## config.mk

```make
export PLATFORM = sky130hd
export DESIGN_NAME = dmmu_top
export DESIGN_NICKNAME = d
export VERILOG_FILES = /design/src/mmu_pkg.sv /design/src/tlb_apb_regs.sv /design/src/tlb_lookup.sv /design/src/xlate_check.sv /design/src/dmmu_top.sv
export SDC_FILE = /design/constraint.sdc
export NUM_CORES = 1
export LEC_CHECK = 0
export BUFFER_PORTS_ARGS = -buffer_cell sky130_fd_sc_hd__buf_2
export CAP_MARGIN = 20
export CORE_MARGIN = 3
export CORE_UTILIZATION = 40
export CTS_CLUSTER_SIZE = 16
export DETAILED_ROUTE_END_ITERATION = 16
export PLACE_DENSITY = 0.56
export SYNTH_ARGS = -nofsm -noshare
export SYNTH_HDL_FRONTEND = slang
export SYNTH_SLANG_ARGS = --single-unit
```

## constraint.sdc

```tcl
create_clock -name clk_i -period 3.4 [get_ports clk_i]
set_input_delay 0.68 -clock clk_i [delete_from_list [all_inputs] [get_ports clk_i]]
set_output_delay 0.68 -clock clk_i [all_outputs]
set_load 0.05 [all_outputs]
```

## src/mmu_pkg.sv

```systemverilog
//------------------------------
// sv39 data mmu constants and types, 32-bit physical space only
// commit word bit 8 is reserved and ignored by the hardware
//------------------------------
package mmu_pkg;

  // ------------------------------
  // address geometry
  // ------------------------------
  // sv39 virtual address, upper bits 63:39 are not checked
  localparam int unsigned va_w  = 39;
  localparam int unsigned vpn_w = 27;
  // ppn trimmed so that ppn + offset fills the 32-bit physical space
  localparam int unsigned ppn_w = 20;
  localparam int unsigned pa_w  = 32;
  localparam int unsigned off_w = 12;
  // vpn bits per page table level
  localparam int unsigned lvl_w = 9;

  // tlb size
  localparam int unsigned tlb_entries = 4;
  localparam int unsigned idx_w       = 2;

  // ------------------------------
  // apb register map
  // ------------------------------
  localparam int unsigned apb_aw = 4;
  localparam int unsigned apb_dw = 32;

  // staged vpn, bits 26:0
  localparam logic [apb_aw-1:0] reg_vpn_lo = 4'h0;
  // staged ppn
  localparam logic [apb_aw-1:0] reg_ppn    = 4'h4;
  // index and flags, writes the staged entry
  localparam logic [apb_aw-1:0] reg_commit = 4'h8;
  // any write invalidates every entry
  localparam logic [apb_aw-1:0] reg_flush  = 4'hC;

  // commit word layout, index sits in bits 1:0
  localparam int unsigned cmt_r_bit    = 4;
  localparam int unsigned cmt_w_bit    = 5;
  localparam int unsigned cmt_d_bit    = 6;
  localparam int unsigned cmt_u_bit    = 7;
  localparam int unsigned cmt_size_lsb = 9;

  // ------------------------------
  // types
  // ------------------------------
  typedef enum logic [1:0] {
    PAGE_4K = 2'd0,
    PAGE_2M = 2'd1,
    PAGE_1G = 2'd2
  } page_size_e;

  // only the two modes that can issue translated loads and stores
  typedef enum logic {
    PRIV_U = 1'b0,
    PRIV_S = 1'b1
  } priv_e;

  typedef enum logic [1:0] {
    EXC_NONE     = 2'd0,
    EXC_TLB_MISS = 2'd1,
    EXC_LOAD_PF  = 2'd2,
    EXC_STORE_PF = 2'd3
  } xlate_exc_e;

endpackage

```

## src/tlb_apb_regs.sv

```systemverilog
//------------------------------
// apb slave without wait states
// commit and flush act on the access-phase edge
// unmapped offsets answer with pslverr and change nothing
//------------------------------
`timescale 1ns/10ps

module tlb_apb_regs
  import mmu_pkg::*;
(
  input  logic              clk_i,
  input  logic              rst_ni,
  input  logic              psel_i,
  input  logic              penable_i,
  input  logic              pwrite_i,
  input  logic [apb_aw-1:0] paddr_i,
  input  logic [apb_dw-1:0] pwdata_i,
  output logic [apb_dw-1:0] prdata_o,
  output logic              pready_o,
  output logic              pslverr_o,
  output logic              wr_en_o,
  output logic [idx_w-1:0]  wr_idx_o,
  output logic [vpn_w-1:0]  wr_vpn_o,
  output logic [ppn_w-1:0]  wr_ppn_o,
  output logic              wr_r_o,
  output logic              wr_w_o,
  output logic              wr_d_o,
  output logic              wr_u_o,
  output page_size_e        wr_size_o,
  output logic              flush_o
);

  logic             access;
  logic             wr_access;
  logic             addr_ok;
  logic [vpn_w-1:0] vpn_q;
  logic [ppn_w-1:0] ppn_q;

  // access phase of a transfer
  assign access    = psel_i & penable_i;
  assign wr_access = access & pwrite_i & addr_ok;
  assign addr_ok   = paddr_i inside {reg_vpn_lo, reg_ppn, reg_commit, reg_flush};

  // no wait states so every access phase completes
  assign pready_o  = access;
  assign pslverr_o = access & ~addr_ok;

  // commit and flush read as zero
  always_comb begin
    prdata_o = '0;
    if (access && !pwrite_i) begin
      case (paddr_i)
        reg_vpn_lo: prdata_o = apb_dw'(vpn_q);
        reg_ppn:    prdata_o = apb_dw'(ppn_q);
        default:    prdata_o = '0;
      endcase
    end
  end

  // staged vpn and ppn for the next commit
  always_ff @(posedge clk_i or negedge rst_ni) begin
    if (!rst_ni) begin
      vpn_q <= '0;
      ppn_q <= '0;
    end else if (wr_access) begin
      if (paddr_i == reg_vpn_lo) begin
        vpn_q <= pwdata_i[vpn_w-1:0];
      end
      if (paddr_i == reg_ppn) begin
        ppn_q <= pwdata_i[ppn_w-1:0];
      end
    end
  end

  // ------------------------------
  // tlb write strobe
  // ------------------------------
  // one cycle wide and captured by the tlb on the access-phase edge
  assign wr_en_o   = wr_access & (paddr_i == reg_commit);
  assign flush_o   = wr_access & (paddr_i == reg_flush);
  assign wr_idx_o  = pwdata_i[idx_w-1:0];
  assign wr_vpn_o  = vpn_q;
  assign wr_ppn_o  = ppn_q;
  assign wr_r_o    = pwdata_i[cmt_r_bit];
  assign wr_w_o    = pwdata_i[cmt_w_bit];
  assign wr_d_o    = pwdata_i[cmt_d_bit];
  assign wr_u_o    = pwdata_i[cmt_u_bit];
  assign wr_size_o = page_size_e'(pwdata_i[cmt_size_lsb +: 2]);

  // master must hold psel through the access phase
  a_penable_in_psel : assert property (@(posedge clk_i) disable iff (!rst_ni)
    penable_i |-> psel_i)
    else $error("tlb_apb_regs: penable high without psel");

endmodule

```

## src/tlb_lookup.sv

```systemverilog
//------------------------------
// fully associative sv39 data tlb, no asid tagging
// software keeps vpns unique, two matching entries are illegal
//------------------------------
`timescale 1ns/10ps

module tlb_lookup
  import mmu_pkg::*;
(
  input  logic             clk_i,
  input  logic             rst_ni,
  // entry write port
  input  logic             wr_en_i,
  input  logic [idx_w-1:0] wr_idx_i,
  input  logic [vpn_w-1:0] wr_vpn_i,
  input  logic [ppn_w-1:0] wr_ppn_i,
  input  logic             wr_r_i,
  input  logic             wr_w_i,
  input  logic             wr_d_i,
  input  logic             wr_u_i,
  input  page_size_e       wr_size_i,
  input  logic             flush_i,
  // request
  input  logic             req_i,
  input  logic [va_w-1:0]  vaddr_i,
  input  logic             is_store_i,
  input  priv_e            priv_i,
  input  logic             sum_i,
  input  logic             en_translation_i,
  // stage 0 registers
  output logic             s0_valid_o,
  output logic [va_w-1:0]  s0_vaddr_o,
  output logic             s0_store_o,
  output priv_e            s0_priv_o,
  output logic             s0_sum_o,
  output logic             s0_en_o,
  output logic             s0_hit_o,
  output logic [ppn_w-1:0] s0_ppn_o,
  output logic             s0_r_o,
  output logic             s0_w_o,
  output logic             s0_d_o,
  output logic             s0_u_o,
  output page_size_e       s0_size_o
);

  logic [tlb_entries-1:0] valid_q;
  logic [vpn_w-1:0]       vpn_q [tlb_entries];
  logic [ppn_w-1:0]       ppn_q [tlb_entries];
  page_size_e             size_q [tlb_entries];
  logic [tlb_entries-1:0] r_q;
  logic [tlb_entries-1:0] w_q;
  logic [tlb_entries-1:0] d_q;
  logic [tlb_entries-1:0] u_q;
  logic [vpn_w-1:0]       req_vpn;
  logic [tlb_entries-1:0] match;
  logic                   hit;
  logic [idx_w-1:0]       hit_idx;

  // ------------------------------
  // entry storage
  // ------------------------------
  // flush wins, though apb never issues both in one cycle
  always_ff @(posedge clk_i or negedge rst_ni) begin
    if (!rst_ni) begin
      valid_q <= '0;
    end else if (flush_i) begin
      valid_q <= '0;
    end else if (wr_en_i) begin
      valid_q[wr_idx_i] <= 1'b1;
    end
  end

  always_ff @(posedge clk_i) begin
    if (wr_en_i) begin
      vpn_q[wr_idx_i]  <= wr_vpn_i;
      ppn_q[wr_idx_i]  <= wr_ppn_i;
      size_q[wr_idx_i] <= wr_size_i;
      r_q[wr_idx_i]    <= wr_r_i;
      w_q[wr_idx_i]    <= wr_w_i;
      d_q[wr_idx_i]    <= wr_d_i;
      u_q[wr_idx_i]    <= wr_u_i;
    end
  end

  // ------------------------------
  // associative match
  // ------------------------------
  assign req_vpn = vaddr_i[off_w +: vpn_w];

  always_comb begin
    match   = '0;
    hit_idx = '0;
    for (int i = 0; i < tlb_entries; i++) begin
      // vpn[2] always takes part
      match[i] = valid_q[i] && (vpn_q[i][2*lvl_w +: lvl_w] == req_vpn[2*lvl_w +: lvl_w]);
      // vpn[1] ignored for giga pages
      if (size_q[i] != PAGE_1G) begin
        match[i] = match[i] && (vpn_q[i][lvl_w +: lvl_w] == req_vpn[lvl_w +: lvl_w]);
      end
      // vpn[0] only for 4k pages
      if (size_q[i] == PAGE_4K) begin
        match[i] = match[i] && (vpn_q[i][lvl_w-1:0] == req_vpn[lvl_w-1:0]);
      end
      if (match[i]) begin
        hit_idx = idx_w'(i);
      end
    end
  end

  assign hit = |match;

  // ------------------------------
  // stage 0 registers
  // ------------------------------
  // en and hit qualified by req, an idle slot reads as untranslated
  always_ff @(posedge clk_i or negedge rst_ni) begin
    if (!rst_ni) begin
      s0_valid_o <= 1'b0;
      s0_en_o    <= 1'b0;
      s0_hit_o   <= 1'b0;
    end else begin
      s0_valid_o <= req_i;
      s0_en_o    <= req_i & en_translation_i;
      s0_hit_o   <= req_i & hit;
    end
  end

  // request payload and matching entry, only meaningful with s0_hit
  always_ff @(posedge clk_i) begin
    s0_vaddr_o <= vaddr_i;
    s0_store_o <= is_store_i;
    s0_priv_o  <= priv_i;
    s0_sum_o   <= sum_i;
    s0_ppn_o   <= ppn_q[hit_idx];
    s0_r_o     <= r_q[hit_idx];
    s0_w_o     <= w_q[hit_idx];
    s0_d_o     <= d_q[hit_idx];
    s0_u_o     <= u_q[hit_idx];
    s0_size_o  <= size_q[hit_idx];
  end

  // aliasing entries would make the selected ppn ambiguous
  a_match_onehot : assert property (@(posedge clk_i) disable iff (!rst_ni)
    req_i |-> $onehot0(match))
    else $error("tlb_lookup: more than one entry matches");

endmodule

```

## src/xlate_check.sv

```systemverilog
//------------------------------
// stage 1, purely combinational from the stage 0 registers
// no pmp or access-fault checks, page faults and misses only
//------------------------------
`timescale 1ns/10ps

module xlate_check
  import mmu_pkg::*;
(
  input  logic             s0_valid_i,
  input  logic [va_w-1:0]  s0_vaddr_i,
  input  logic             s0_store_i,
  input  priv_e            s0_priv_i,
  input  logic             s0_sum_i,
  input  logic             s0_en_i,
  input  logic             s0_hit_i,
  input  logic [ppn_w-1:0] s0_ppn_i,
  input  logic             s0_r_i,
  input  logic             s0_w_i,
  input  logic             s0_d_i,
  input  logic             s0_u_i,
  input  page_size_e       s0_size_i,
  output logic             valid_o,
  output logic [pa_w-1:0]  paddr_o,
  output xlate_exc_e       exc_o
);

  logic [ppn_w-1:0] ppn_eff;
  logic             priv_err;
  logic             perm_err;

  assign valid_o = s0_valid_i;

  // ------------------------------
  // superpage substitution
  // ------------------------------
  // low ppn levels come from the vpn for mega and giga pages
  always_comb begin
    ppn_eff = s0_ppn_i;
    case (s0_size_i)
      PAGE_2M: ppn_eff[lvl_w-1:0]   = s0_vaddr_i[off_w +: lvl_w];
      PAGE_1G: ppn_eff[2*lvl_w-1:0] = s0_vaddr_i[off_w +: 2*lvl_w];
      default: ppn_eff = s0_ppn_i;
    endcase
  end

  // ------------------------------
  // access rights
  // ------------------------------
  // s mode may touch user pages only with sum, u mode only user pages
  assign priv_err = ((s0_priv_i == PRIV_S) && s0_u_i && !s0_sum_i) ||
                    ((s0_priv_i == PRIV_U) && !s0_u_i);
  // stores also need d set, no hardware dirty update here
  assign perm_err = s0_store_i ? (!s0_w_i || !s0_d_i) : !s0_r_i;

  always_comb begin
    // bare mode passthrough
    paddr_o = s0_vaddr_i[pa_w-1:0];
    exc_o   = EXC_NONE;
    if (s0_en_i) begin
      if (!s0_hit_i) begin
        // miss, software refills through apb
        paddr_o = '0;
        exc_o   = EXC_TLB_MISS;
      end else begin
        paddr_o = {ppn_eff, s0_vaddr_i[off_w-1:0]};
        if (priv_err || perm_err) begin
          exc_o = s0_store_i ? EXC_STORE_PF : EXC_LOAD_PF;
        end
      end
    end
  end

  // relies on tlb_lookup clearing s0_en for idle slots
  a_exc_needs_valid : assert final (valid_o || (exc_o == EXC_NONE))
    else $error("xlate_check: exception without a valid result");

endmodule

```

## src/dmmu_top.sv

```systemverilog
//------------------------------
// sv39 data mmu, one result per request one cycle later
// no back-pressure, tlb filled by software over apb
//------------------------------
`timescale 1ns/10ps

module dmmu_top
  import mmu_pkg::*;
(
  input  logic              clk_i,
  input  logic              rst_ni,
  // apb slave
  input  logic              psel_i,
  input  logic              penable_i,
  input  logic              pwrite_i,
  input  logic [apb_aw-1:0] paddr_i,
  input  logic [apb_dw-1:0] pwdata_i,
  output logic [apb_dw-1:0] prdata_o,
  output logic              pready_o,
  output logic              pslverr_o,
  // lookup port
  input  logic              req_i,
  input  logic [va_w-1:0]   vaddr_i,
  input  logic              is_store_i,
  input  priv_e             priv_i,
  input  logic              sum_i,
  input  logic              en_translation_i,
  output logic              valid_o,
  output logic [pa_w-1:0]   paddr_o,
  output xlate_exc_e        exc_o
);

  // tlb write port
  logic             wr_en, wr_r, wr_w, wr_d, wr_u, flush;
  logic [idx_w-1:0] wr_idx;
  logic [vpn_w-1:0] wr_vpn;
  logic [ppn_w-1:0] wr_ppn;
  page_size_e       wr_size;

  // stage 0 to stage 1
  logic             s0_valid, s0_store, s0_sum, s0_en, s0_hit;
  logic             s0_r, s0_w, s0_d, s0_u;
  logic [va_w-1:0]  s0_vaddr;
  logic [ppn_w-1:0] s0_ppn;
  priv_e            s0_priv;
  page_size_e       s0_size;

  tlb_apb_regs i_regs (
    .clk_i, .rst_ni,
    .psel_i, .penable_i, .pwrite_i, .paddr_i, .pwdata_i,
    .prdata_o, .pready_o, .pslverr_o,
    .wr_en_o (wr_en), .wr_idx_o (wr_idx), .wr_vpn_o (wr_vpn), .wr_ppn_o (wr_ppn),
    .wr_r_o  (wr_r),  .wr_w_o   (wr_w),   .wr_d_o   (wr_d),   .wr_u_o   (wr_u),
    .wr_size_o (wr_size),
    .flush_o   (flush)
  );

  tlb_lookup i_lookup (
    .clk_i, .rst_ni,
    .wr_en_i (wr_en), .wr_idx_i (wr_idx), .wr_vpn_i (wr_vpn), .wr_ppn_i (wr_ppn),
    .wr_r_i  (wr_r),  .wr_w_i   (wr_w),   .wr_d_i   (wr_d),   .wr_u_i   (wr_u),
    .wr_size_i (wr_size),
    .flush_i   (flush),
    .req_i, .vaddr_i, .is_store_i, .priv_i, .sum_i, .en_translation_i,
    .s0_valid_o (s0_valid), .s0_vaddr_o (s0_vaddr), .s0_store_o (s0_store),
    .s0_priv_o  (s0_priv),  .s0_sum_o   (s0_sum),   .s0_en_o    (s0_en),
    .s0_hit_o   (s0_hit),   .s0_ppn_o   (s0_ppn),   .s0_size_o  (s0_size),
    .s0_r_o (s0_r), .s0_w_o (s0_w), .s0_d_o (s0_d), .s0_u_o (s0_u)
  );

  xlate_check i_check (
    .s0_valid_i (s0_valid), .s0_vaddr_i (s0_vaddr), .s0_store_i (s0_store),
    .s0_priv_i  (s0_priv),  .s0_sum_i   (s0_sum),   .s0_en_i    (s0_en),
    .s0_hit_i   (s0_hit),   .s0_ppn_i   (s0_ppn),   .s0_size_i  (s0_size),
    .s0_r_i (s0_r), .s0_w_i (s0_w), .s0_d_i (s0_d), .s0_u_i (s0_u),
    .valid_o, .paddr_o, .exc_o
  );

endmodule

```

# Word level (Yosys, flattened, before mapping)
# Memories as Yosys holds them, arrays and structs flattened. A register that Yosys moved wholly into a read port is not among the register bits.
# Cells that the tools add are included.
# totals
word_cells	133
input_bits	85
memories	3
ram_bits	196
ff_bits	109
output_inout_bits	69
# classes
bitwise	11
eq_ne	21
reduce_logical	37
n_mux	40
order_cmp	3
# memory_table
name	depth	word_bits	rd	rd_clocked_by_memory_dff	write_ports	line	text
i_lookup.vpn_q	4	27	4	0	1	tlb_lookup.sv:47	logic [vpn_w-1:0] vpn_q [tlb_entries];
i_lookup.ppn_q	4	20	1	1	1	tlb_lookup.sv:48	logic [ppn_w-1:0] ppn_q [tlb_entries];
i_lookup.size_q	4	2	5	1	1	tlb_lookup.sv:49	page_size_e size_q [tlb_entries];
# op_table
op	n
$eq A9 B9 Y1	12
$mux W32	2
$pmux W27 S2	1
$mux W27	1
$mux W1	18
$mux W9	2
$logic_and A1 B1 Y1	17
$bwmux W4	4
$mux W2	5
$and A1 B1 Y1	8
$bmux W1 S2	4
$eq A4 B4 Y1 const B	2
$logic_not A2 Y1	4
$mux W4	2
$ne A2 B2 Y1 const B	4
$logic_not A1 Y1	6
$lt A2 B3 Y1 const B	2
$eq A4 B3 Y1 const B	1
$logic_not A4 Y1	1
$or A4 B4 Y4	1
$reduce_and A2 Y1	2
$reduce_bool A4 Y1	1
$reduce_or A4 Y1	1
$logic_or A1 B1 Y1	3
7 further kinds	8

# Depth between registers and ports, before layout
# Gate-level depths: netlist of the first run.
# An unclocked memory read counts as a cell.
# depth
depth_word	12
depth_mapped	9
mapped_depth_nobuf	6

# Modules after synthesis
# Synthesis of the first run repeated with hierarchy kept, for this count alone.
# unflattened
hier_cells	912
area_unflattened_um2	13427.9
# by_module_without_submodules
mod	instances	area_per_inst_um2	cells_per_inst	seq_area_each_um2
tlb_lookup	1	10577.6	644	7902.6
tlb_apb_regs	1	2232.1	180	1176.1
xlate_check	1	618.1	88	0.0

# Worst setup path after synthesis of the first run
# No wires, ideal clock.
# synth_path
path_type	input-to-reg
start	input pwrite_i
end	register i_lookup.d_q[0], enable pin
setup_ps	601
slack_ps	-3232
stages	3
arrival_ps	6031
required_ps	2799
path_buffers	0
cell_sequence	and3_1 -> nand3_1 -> nor4_1
# synth_via
elab_chain_cells	3
# synth_lines
element	line	text
start, declared	dmmu_top.sv:15	input logic pwrite_i,
$and A1 B1 Y1 (2 in series)	tlb_apb_regs.sv:41	assign wr_access = access & pwrite_i & addr_ok;
$and A1 B1 Y1	tlb_apb_regs.sv:79	assign wr_en_o = wr_access & (paddr_i == reg_commit);
end signal, assigned by index	tlb_lookup.sv:80	d_q[wr_idx_i] <= wr_d_i;
end, declared	tlb_lookup.sv:52	logic [tlb_entries-1:0] d_q;
# No other way between the ends.
# A chain may end at the register's enable or synchronous reset.

# Final worst setup path of the first run
# layout_path
start	register i_lookup.s0_size_o[0] (read register of i_lookup.size_q)
end	output paddr_o[24]
# layout_via
elab_chain_cells	4
# layout_lines
element	line	text
start, declared	tlb_lookup.sv:43	output page_size_e s0_size_o
$eq A2 B2 Y1	xlate_check.sv:40	case (s0_size_i)
$mux W9	xlate_check.sv:40	
$mux W32	xlate_check.sv:61	if (!s0_hit_i) begin
$mux W32	xlate_check.sv:60	if (s0_en_i) begin
end, declared	dmmu_top.sv:29	output logic [pa_w-1:0] paddr_o,
# No other way between the ends.

==> results of run 1 <==
[registers in the layout, indices dropped and copies added, names as in the netlist, 2 cells and up]
signal	flops
i_lookup.vpn_q	108
i_lookup.ppn_q	80
i_lookup.s0_vaddr_o	32
i_regs.wr_vpn_o	27
i_lookup.s0_ppn_o	20
i_regs.wr_ppn_o	20
i_lookup.size_q	8
i_lookup.d_q	4
i_lookup.r_q	4
i_lookup.u_q	4
i_lookup.valid_q	4
i_lookup.w_q	4
i_lookup.s0_size_o	2
[placed cells by master (no fill, tap or decap), types with 5 or more instances in the layout]
master	netlist	routed
a211oi_2	20	20
nand2_1	26	26
o21ai_0	32	32
inv_1	30	30
clkbuf_16	0	36
xor2_1	36	36
buf_2	9	143
nand4_1	14	14
buf_12	0	8
mux2_2	47	47
buf_4	6	23
clkbuf_1	32	11
clkbuf_8	0	6
a31oi_1	8	8
nor3_1	11	11
and2_1	23	23
xnor2_1	72	72
edfxtp_1	212	212
conb_1	1	5
nor4b_1	26	26
nand3_1	17	17
a22o_1	9	9
nor2_1	46	46
nor4_1	10	5
dfrtp_1	54	54
a22oi_1	44	44
a211oi_1	5	5
dfxtp_1	61	61
a21oi_1	5	5
[cell usage after synthesis, drive strengths merged (3+ instances only)]
cell / count / share of area [%]
o21ai: 32 / 1.2
nor4b: 26 / 1.8
xor2: 36 / 2.4
a21oi: 5 / 0.19
a31oi: 8 / 0.39
a211oi: 25 / 2.2
nand4: 14 / 0.68
nor2b: 4 / 0.19
mux2: 47 / 4.1
a22oi: 44 / 2.6
nor4: 10 / 0.48
a22o: 9 / 0.61
clkbuf: 32 / 0.93
nand3: 17 / 0.66
and3: 4 / 0.19
nand2: 26 / 0.76
dfrtp: 54 / 10
xnor2: 72 / 4.9
dfxtp: 61 / 9.5
buf: 18 / 0.90
inv: 30 / 0.87
and2: 23 / 1.1
nor2: 46 / 1.3
or3: 3 / 0.15
nor3: 12 / 0.50
edfxtp: 212 / 49
[cell type report]
class	instances	share of cell area (%)
sequential	327	57.85
multi-input combinational	490	24.13
clock inverter	12	0.6235
inverter	30	0.7287
tap	402	3.255
clock buffer	53	6.632
timing repair buffer	174	6.785
[logic make-up after synthesis]
family,share of synthesized area [%]
xor gates and xnor gates,7.321
other,0.02902
DFF,69.18
AOI/OAI and AO/OA,8.493
muxes,4.096
buffers and inverters,2.702
and+or+nand+nor,8.086
adders and majority gates,0.09682
[power by group through the flow]
| stage | Sequential, mW | Combinational, mW | Clock [mW] |
|---|---|---|---|
| 2_1_floorplan | 4.56 | 0.307 | 0 |
| 3_3_place_gp | 4.64 | 0.479 | 0 |
| 3_5_place_dp | 4.64 | 0.485 | 0 |
| 4_1_cts | 4.56 | 0.487 | 3.72 |
| 5_1_grt | 4.58 | 0.523 | 3.89 |
| 6_report | 4.55 | 0.481 | 3.64 |
[worst reg2reg max path, cell delays in order, from the launching register on]
cell	delay, ns
edfxtp_1	0.38
xnor2_1	0.21
nand4_1	0.27
nor3_1	0.44
a41oi_4	0.24
buf_4	0.29
nor4b_1	0.19
a211oi_2	0.24
[through the flow]
| step | util (%) | setup slack (ns) |
|---|---|---|
| after global placement | 45.18 | 0.3767 |
| after detailed placement | 45.18 | 0.3158 |
| after CTS | 48.71 | 0.1195 |
| after floorplan | - | -1.059 |
| after global routing | 48.72 | 0.2192 |
| final | 48.72 | 0.3601 |
[final timing paths]
path,to
setup / recovery,paddr_o[24]
setup reg to reg,i_lookup.s0_ppn_o[12]
hold reg to reg,i_lookup.s0_ppn_o[19]
hold / removal,i_regs.wr_vpn_o[20]
min in group clk_i,i_lookup.s0_priv_o
max in group asynchronous,i_regs.wr_vpn_o[14]
[routing by layer]
| metal | up-vias | wire [µm] | global-route usage (%) |
|---|---|---|---|
| met5 | - | 13 | 0 |
| met2 | 226 | 14550 | 28.88 |
| met3 | 43 | 1774 | 3.225 |
| met4 | 2 | 549 | 4.587 |
| met1 | 3843 | 14410 | 26.55 |
| li1 | 3630 | - | - |
==> impl_metrics.ini, run 1 <==
[pwr]
p_clk_share_pct = 42.0
p_comb_share_pct = 5.5
ir_worst_vdd_v = 0.0003913
p_total_mw = 8.674
p_int_mw = 6.693
leakage_nw = 5.772
p_per_area_mw_per_mm2 = 561.4
switchingPower_mw = 1.982
p_seq_share_pct = 52.5
sw_frac_of_total_pct = 22.84

[global_route]
grt_usage_pct = 18.32
grt_pass1_vias = 7723
overflow = 0
grt_max_degree = 55
grt_first_pass_wirelength_mm = 47.20
antenna_found_initial = 2

[die]
rows = 65
dieHeight_um = 185.7
initial_utilization_pct = 40.74
core-area_mm2 = 0.03172
die-area_mm2 = 0.03450
ios = 154
die_w_um = 185.7

[setup_path]
crit_path_cell_trace = inv_1 -> ha_1 -> nor2b_2 -> a22o_1 -> nand2_1 -> o21ai_0 -> buf_2
rr_startpoint = i_lookup.vpn_q[3][26]
cp_num_buf_inv = 2
cp.arrival_ns = 2.36
cp_num_cells = 7
crit_required_ns = 2.72
rrSetupSlack_ns = 1.05
path_max_fanout = 10
cp-start-kind = flop
slowest_delay_ns = 0.42
critPathKind = reg -> out
cp-end-kind = output pin
r2r_cells = 7
cp-startpoint = i_lookup.s0_size_o[0]
crit_path_top_delay_cell = nor2b_2
cp_top_family = simple AND/OR/NAND/NOR gates

[finish]
ff_latch_area_mm2 = 0.008939
finish.instance_area_mm2 = 0.01545
fillers = 2790
layout.cells.non_filler = 1488
nNetsFinal = 1145
multiInputGateArea_mm2 = 0.003729
area_delta_synth_final_pct = 19.59
drive_gt1_share_pct = 28.08
antenna_cells = 0

[timing]
fin_tns_setup_ns = 0
fmax_mhz = 329.0
min_period_ns = 3.040
maxSlewHeadroom_pct = 53.54
hold_ws_ns = 0.1634
setup_viol_count_final = 0
tightest_slew_ns = 0.6968
rsz0062_at_grt = false
finalHoldViolCount = 0
timing.final.crit_share_pct = 89.41
fin_skew_ns = 0.01975
maxSlewViolCount = 0

[synth]
yosysSeqAreaShare_pct = 69.18
async_reset_ff_share_pct = 16.51
syn_inst = 893
synth_ff_type = edfxtp_1
syn-cell-area_mm2 = 0.01292
ys_ff_latch = 327
yosysWarningCount = 0
synth_edf_count = 212
ys_types = 50
syn_avg_cell_area_um2 = 14.47

[run]
drv_cap = 0

[clocking]
clk_pin_slew_ns = 0.06
cts.sinks = 327
cts.repair.resized = 0
clk_path_buf_depth = 3
postCtsSetupBuffers = 0
cts_root_buf = clkbuf_16
cts_buffers = 36
cts_hold_buf = 0
htreeDepth = 2
cts_tree = yes
clock_latency_ns = 0.52

[drt]
drt_iter0_drc = 379
routed_via_density = 5.204
post_drt_wl_per_cell_um = 21.03
ant_nets = 0
drc = 0
detail_route.wirelength_mm = 31.30
vias = 7744
dr.pass1.iters = 5

[place]
place_area_mm2 = 0.01433
globalplace.congestion = 0.8317
placed_cells = 1423
io_buffer_count = 143
hpwlAfterDp_mm = 20.56

[run_status]
outcome = finished clean

[hold_path]
hp-class = in -> async
Note: power is estimated with default switching activity, not from simulation.
==> run 2, diff against run 1 <==
--- a/config.mk
+++ b/config.mk
@@ -6,12 +6,11 @@
 export NUM_CORES = 1
 export LEC_CHECK = 0
 export BUFFER_PORTS_ARGS = -buffer_cell sky130_fd_sc_hd__buf_2
-export CAP_MARGIN = 20
 export CORE_MARGIN = 3
 export CORE_UTILIZATION = 40
 export CTS_CLUSTER_SIZE = 16
 export DETAILED_ROUTE_END_ITERATION = 16
-export PLACE_DENSITY = 0.56
+export PLACE_DENSITY = 0.59
 export SYNTH_ARGS = -nofsm -noshare
 export SYNTH_HDL_FRONTEND = slang
 export SYNTH_SLANG_ARGS = --single-unit
==> constraint.sdc (replaced) <==
create_clock -name clk_i -period 2.55 [get_ports clk_i]
set_input_delay 0.51 -clock clk_i [delete_from_list [all_inputs] [get_ports clk_i]]
set_output_delay 0.51 -clock clk_i [all_outputs]
set_load 0.05 [all_outputs]
==> impl_metrics.ini, run 2 (synthesized netlist as in run 1, its figures left out) <==
[run_status]
outcome = finished clean

[clocking]
clk_pin_slew_ns = 0.06
postCtsSetupBuffers = 0
cts_tree = yes
cts_buffers = 36
htreeDepth = 2
cts.sinks = 327
clock_latency_ns = 0.52
cts_root_buf = clkbuf_16
clk_path_buf_depth = 3

[timing]
min_period_ns = 2.436
postLayoutSetupSlackWorst_ns = 0.1138
hold_ws_ns = 0.09799
rsz0062_at_grt = false
maxSlewViolCount = 0
timing.final.crit_share_pct = 95.54
fin_skew_ns = 0.01604
fmax_mhz = 410.5
setup_viol_count_final = 0
finalHoldViolCount = 0
fin_tns_setup_ns = 0

[finish]
layout_commonest_cell = edfxtp_1
mostFrequentLayoutCells = edfxtp_1 (212), buf_2 (133), xnor2_1 (72), dfxtp_1 (60), dfrtp_1 (54)
fillers = 2749
antenna_cells = 0
largestRegisters = i_lookup.vpn_q (108), i_lookup.ppn_q (80), i_lookup.s0_vaddr_o (32)
layout.cells.non_filler = 1508
area_delta_synth_final_pct = 21.85
largest_reg_flops = 108
drive_gt1_share_pct = 29.66
max_flop_register = i_lookup.vpn_q
nNetsFinal = 1164

[place]
placed_cells = 1441
globalplace.congestion = 0.8256
hpwlAfterDp_mm = 20.69
place_ws_ns = 0.05851
io_buffer_count = 143

[die]
dieHeight_um = 185.7
rows = 65
die_w_um = 185.7
initial_utilization_pct = 40.74
core-area_mm2 = 0.03172
die-area_mm2 = 0.03450
ios = 154

[hold_path]
hp-start = vaddr_i[10]
hp-class = in -> reg

[drt]
post_drt_wl_per_cell_um = 20.54
drc = 0
ant_nets = 0
drt_iter0_drc = 557
routed_via_density = 5.141
detail_route.wirelength_mm = 30.98
dr.pass1.iters = 5
vias = 7753

[setup_path]
cp.arrival_ns = 1.93
slowest_delay_ns = 0.30
path_max_fanout = 10
cp-end-kind = output pin
crit_required_ns = 2.04
critPathKind = reg -> out
crit_path_cell_trace = inv_1 -> ha_4 -> nor2b_4 -> buf_6 -> a22o_1 -> nand2_1 -> o21ai_1 -> buf_4
cp_top_family = buffers and inverters
cp-start-kind = flop
crit_path_top_delay_cell = dfxtp_1
cp_num_buf_inv = 3
rr_startpoint = i_lookup.vpn_q[1][10]
cp-startpoint = i_lookup.s0_size_o[0]

[global_route]
grt_first_pass_wirelength_mm = 46.87
grt_pass1_vias = 7716
overflow = 0
grt_max_degree = 55
antenna_found_initial = 1
grt_usage_pct = 18.16

[pwr]
p_total_mw = 11.67
p_per_area_mw_per_mm2 = 741.2
leakage_nw = 5.901
ir_worst_vdd_v = 0.0005468

[run]
drv_cap = 0
run 2: final timing paths:
kind	end	slack, ns	cells past startpoint
setup / recovery	paddr_o[22]	0.11	8
hold / removal	i_lookup.s0_vaddr_o[10]	0.1	1
setup reg to reg	i_lookup.s0_d_o	0.33	7
hold reg to reg	i_lookup.s0_ppn_o[3]	0.53	2
max in group asynchronous	i_regs.wr_vpn_o[16]	1.73	3
min in group asynchronous	i_regs.wr_ppn_o[0]	0.53	3
run 2: worst reg2reg max path: stages (launching register included):
cell and delay, ns:
edfxtp_1 0.38, xnor2_1 0.20, nand4_1 0.26, o32ai_1 0.44, and3_1 0.29, buf_4 0.20, a22oi_1 0.08, a211oi_1 0.27
run 2: layer usage:
layer  vias up  routed length [µm]  global-route usage [%]
met3        48                1951                   3.166
li1       3670                   -                       -
met5         -                   7                       0
met4         2                 689                   5.541
met2       251               14410                   28.85
met1      3782               13920                   25.74
run 2: what timing repair did:
| item | in CTS | in global routing |
|---|---|---|
| hold buffers | 1 | 0 |
| endpoints found under the setup margin | 18 | 25 |
| resized for setup | 11 | 15 |
| hold endpoints to repair | 5 | 0 |
run 2: per-stage QoR:
stage,utilization (%),cell area [µm²]
global route,49.64,15740
CTS,49.51,15710
finish,49.64,15740
floorplan,-,13020
detailed placement,45.78,14520
global placement,45.78,14520
run 2: where the power goes:
| part | leakage (nW) | internal (mW) | switching, mW |
|---|---|---|---|
| combinational | 2.18 | 0.256 | 0.405 |
| sequential | 3.17 | 5.87 | 0.206 |
| clock | 0.552 | 2.90 | 2.03 |
| total | 5.90 | 9.03 | 2.64 |
run 2: layout make-up:
type,count,area (µm²),area share [%]
Tap cell,402,503.0,3.195
Sequential cell,327,8940,56.78
Clock inverter,10,110.1,0.6994
Inverter,30,112.6,0.7153
Clock buffer,56,1026,6.517
Multi-Input combinational cell,490,3781,24.02
Timing Repair Buffer,193,1271,8.074
==> run 3, diff against run 2 <==
--- a/config.mk
+++ b/config.mk
@@ -5,12 +5,12 @@
 export SDC_FILE = /design/constraint.sdc
 export NUM_CORES = 1
 export LEC_CHECK = 0
-export BUFFER_PORTS_ARGS = -buffer_cell sky130_fd_sc_hd__buf_2
 export CORE_MARGIN = 3
 export CORE_UTILIZATION = 40
 export CTS_CLUSTER_SIZE = 16
 export DETAILED_ROUTE_END_ITERATION = 16
-export PLACE_DENSITY = 0.59
+export DONT_BUFFER_PORTS = 1
+export PLACE_DENSITY = 0.54
 export SYNTH_ARGS = -nofsm -noshare
 export SYNTH_HDL_FRONTEND = slang
 export SYNTH_SLANG_ARGS = --single-unit
==> impl_metrics.ini, run 3 (synthesized netlist as in run 1, its figures left out) <==
[setup_path]
rr_startpoint = i_lookup.vpn_q[1][21]
path_max_fanout = 10
crit_required_ns = 2.04
critPathKind = reg -> out
r2r_end = i_lookup.s0_ppn_o[11]
rrSetupSlack_ns = 0.27
crit_path_top_delay_cell = dfxtp_1
cp-start-kind = flop
r2r_cells = 7
cp-end-kind = output pin
slowest_delay_ns = 0.30
cp.arrival_ns = 1.91
crit_path_cell_trace = inv_1 -> ha_4 -> nor2b_1 -> buf_4 -> a22o_1 -> nand2_1 -> o21ai_1 -> buf_12

[pwr]
p_total_mw = 12.22
p_per_area_mw_per_mm2 = 767.0
ir_worst_vdd_v = 0.0004892
leakage_nw = 5.726

[die]
ios = 154
initial_utilization_pct = 40.74
rows = 65
dieHeight_um = 185.7
die_w_um = 185.7
core-area_mm2 = 0.03172
die-area_mm2 = 0.03450

[global_route]
grt_usage_pct = 18.37
grt_pass1_vias = 7575
overflow = 0
grt_first_pass_wirelength_mm = 47.11
antenna_found_initial = 1
grt_max_degree = 55

[timing]
rsz0062_at_grt = false
fin_skew_ns = 0.01410
tightest_slew_ns = 0.5501
fmax_mhz = 413.0
timing.final.crit_share_pct = 94.96
maxSlewHeadroom_pct = 63.05
postLayoutSetupSlackWorst_ns = 0.1286
maxSlewViolCount = 0
setup_viol_count_final = 0
min_period_ns = 2.421
fin_tns_setup_ns = 0
finalHoldViolCount = 0
hold_ws_ns = 0.02673

[drt]
detail_route.wirelength_mm = 31.55
drc = 0
ant_nets = 0
drt_iter0_drc = 495
dr.pass1.iters = 5
vias = 7481
post_drt_wl_per_cell_um = 22.16
routed_via_density = 5.254

[clocking]
cts_buffers = 36
clock_latency_ns = 0.52
htreeDepth = 2
clk_pin_slew_ns = 0.06
postCtsSetupBuffers = 0
cts_tree = yes
clk_path_buf_depth = 3
cts.sinks = 327
cts_root_buf = clkbuf_16

[finish]
largest_reg_flops = 108
nNetsFinal = 1080
layout.cells.non_filler = 1424
layout_commonest_cell = edfxtp_1
finish.instance_area_mm2 = 0.01594
final_util_pct = 50.24
ff_latch_area_mm2 = 0.008939
antenna_cells = 0
drive_gt1_share_pct = 22.60
area_delta_synth_final_pct = 23.33
mostFrequentLayoutCells = edfxtp_1 (212), xnor2_1 (72), dfxtp_1 (61), dfrtp_1 (54), buf_4 (53)
fillers = 2682
multiInputGateArea_mm2 = 0.003775
largestRegisters = i_lookup.vpn_q (108), i_lookup.ppn_q (80), i_lookup.s0_vaddr_o (32)
max_flop_register = i_lookup.vpn_q

[run]
drv_cap = 0

[place]
place_area_mm2 = 0.01440
place_ws_ns = 0.1542
placed_cells = 1337
io_buffer_count = 0
globalplace.congestion = 0.7796
hpwlAfterDp_mm = 20.71

[run_status]
outcome = finished clean

[hold_path]
hold_end = i_lookup.s0_vaddr_o[28]
hp-class = in -> reg
hp-start = vaddr_i[28]
min_path_cells = 0
## run 3: changes by cell type in the layout (fill, tap and decap cells not counted), moves of 3 or more
cell	change
clkinvlp_4	+3
buf_2	-133
buf_12	+24
o21ai_1	+14
dlygate4sd3_1	+19
buf_6	-4
clkinv_2	+3
o21ai_2	+3
buf_4	+11
o21ai_0	-17
clkbuf_1	-8
clkbuf_8	-4
bufinv_16	+6
## run 3: how the worst max path moves through the flow
stage / cells past startpoint / slack, ns / from / endpoint
floorplan: 3 / -0.55 / pwrite_i / i_lookup.d_q[0]
global placement: 7 / 0.17 / vaddr_i[33] / i_lookup.s0_ppn_o[18]
detailed placement: 7 / 0.15 / vaddr_i[31] / i_lookup.s0_ppn_o[13]
CTS: 8 / 0.006 / i_lookup.s0_size_o[0] / paddr_o[28]
global route: 8 / 0.008 / i_lookup.s0_size_o[0] / paddr_o[27]
finish: 8 / 0.13 / i_lookup.s0_size_o[0] / paddr_o[29]
## run 3: critical path: cells and delay by family (launching register included)
family                     cells  cell delay [ns]
AOI/OAI and AO/OA              2             0.30
adders and majority gates      1             0.21
buffers and inverters          3             0.41
DFF                            1             0.30
and+or+nand+nor                2             0.17
## run 3: power by group
part | total, mW | internal, mW | switching, mW | leakage, nW
sequential | 6.08 | 5.87 | 0.208 | 3.17
clock | 5.53 | 3.47 | 2.06 | 0.616
combinational | 0.621 | 0.283 | 0.338 | 1.94
## run 3: per-layer routing
metal  global-route usage [%]  part of all wire (%)  wire (µm)  vias up
met1                    24.76                    43      13550     3687
met5                        0                     0          0        -
li1                         -                     -          -     3504
met4                    5.392                   2.0        636        0
met2                    29.06                    47      14760      241
met3                    5.433                   8.3       2607       49
## run 3: final cells by class
class,instances,share of cell area [%]
clock buffer,46,6.219
inverter,30,0.7067
tap,402,3.156
multi-input combinational,490,23.69
clock inverter,20,1.814
timing repair buffer,109,8.323
sequential,327,56.09
## run 3: what timing repair did
action | in CTS | in global routing
hold endpoints to repair | 73 | 0
hold buffers | 21 | 0
cloned | 0 | 0
setup endpoints to repair | 18 | 18
resized for setup | 3 | 3
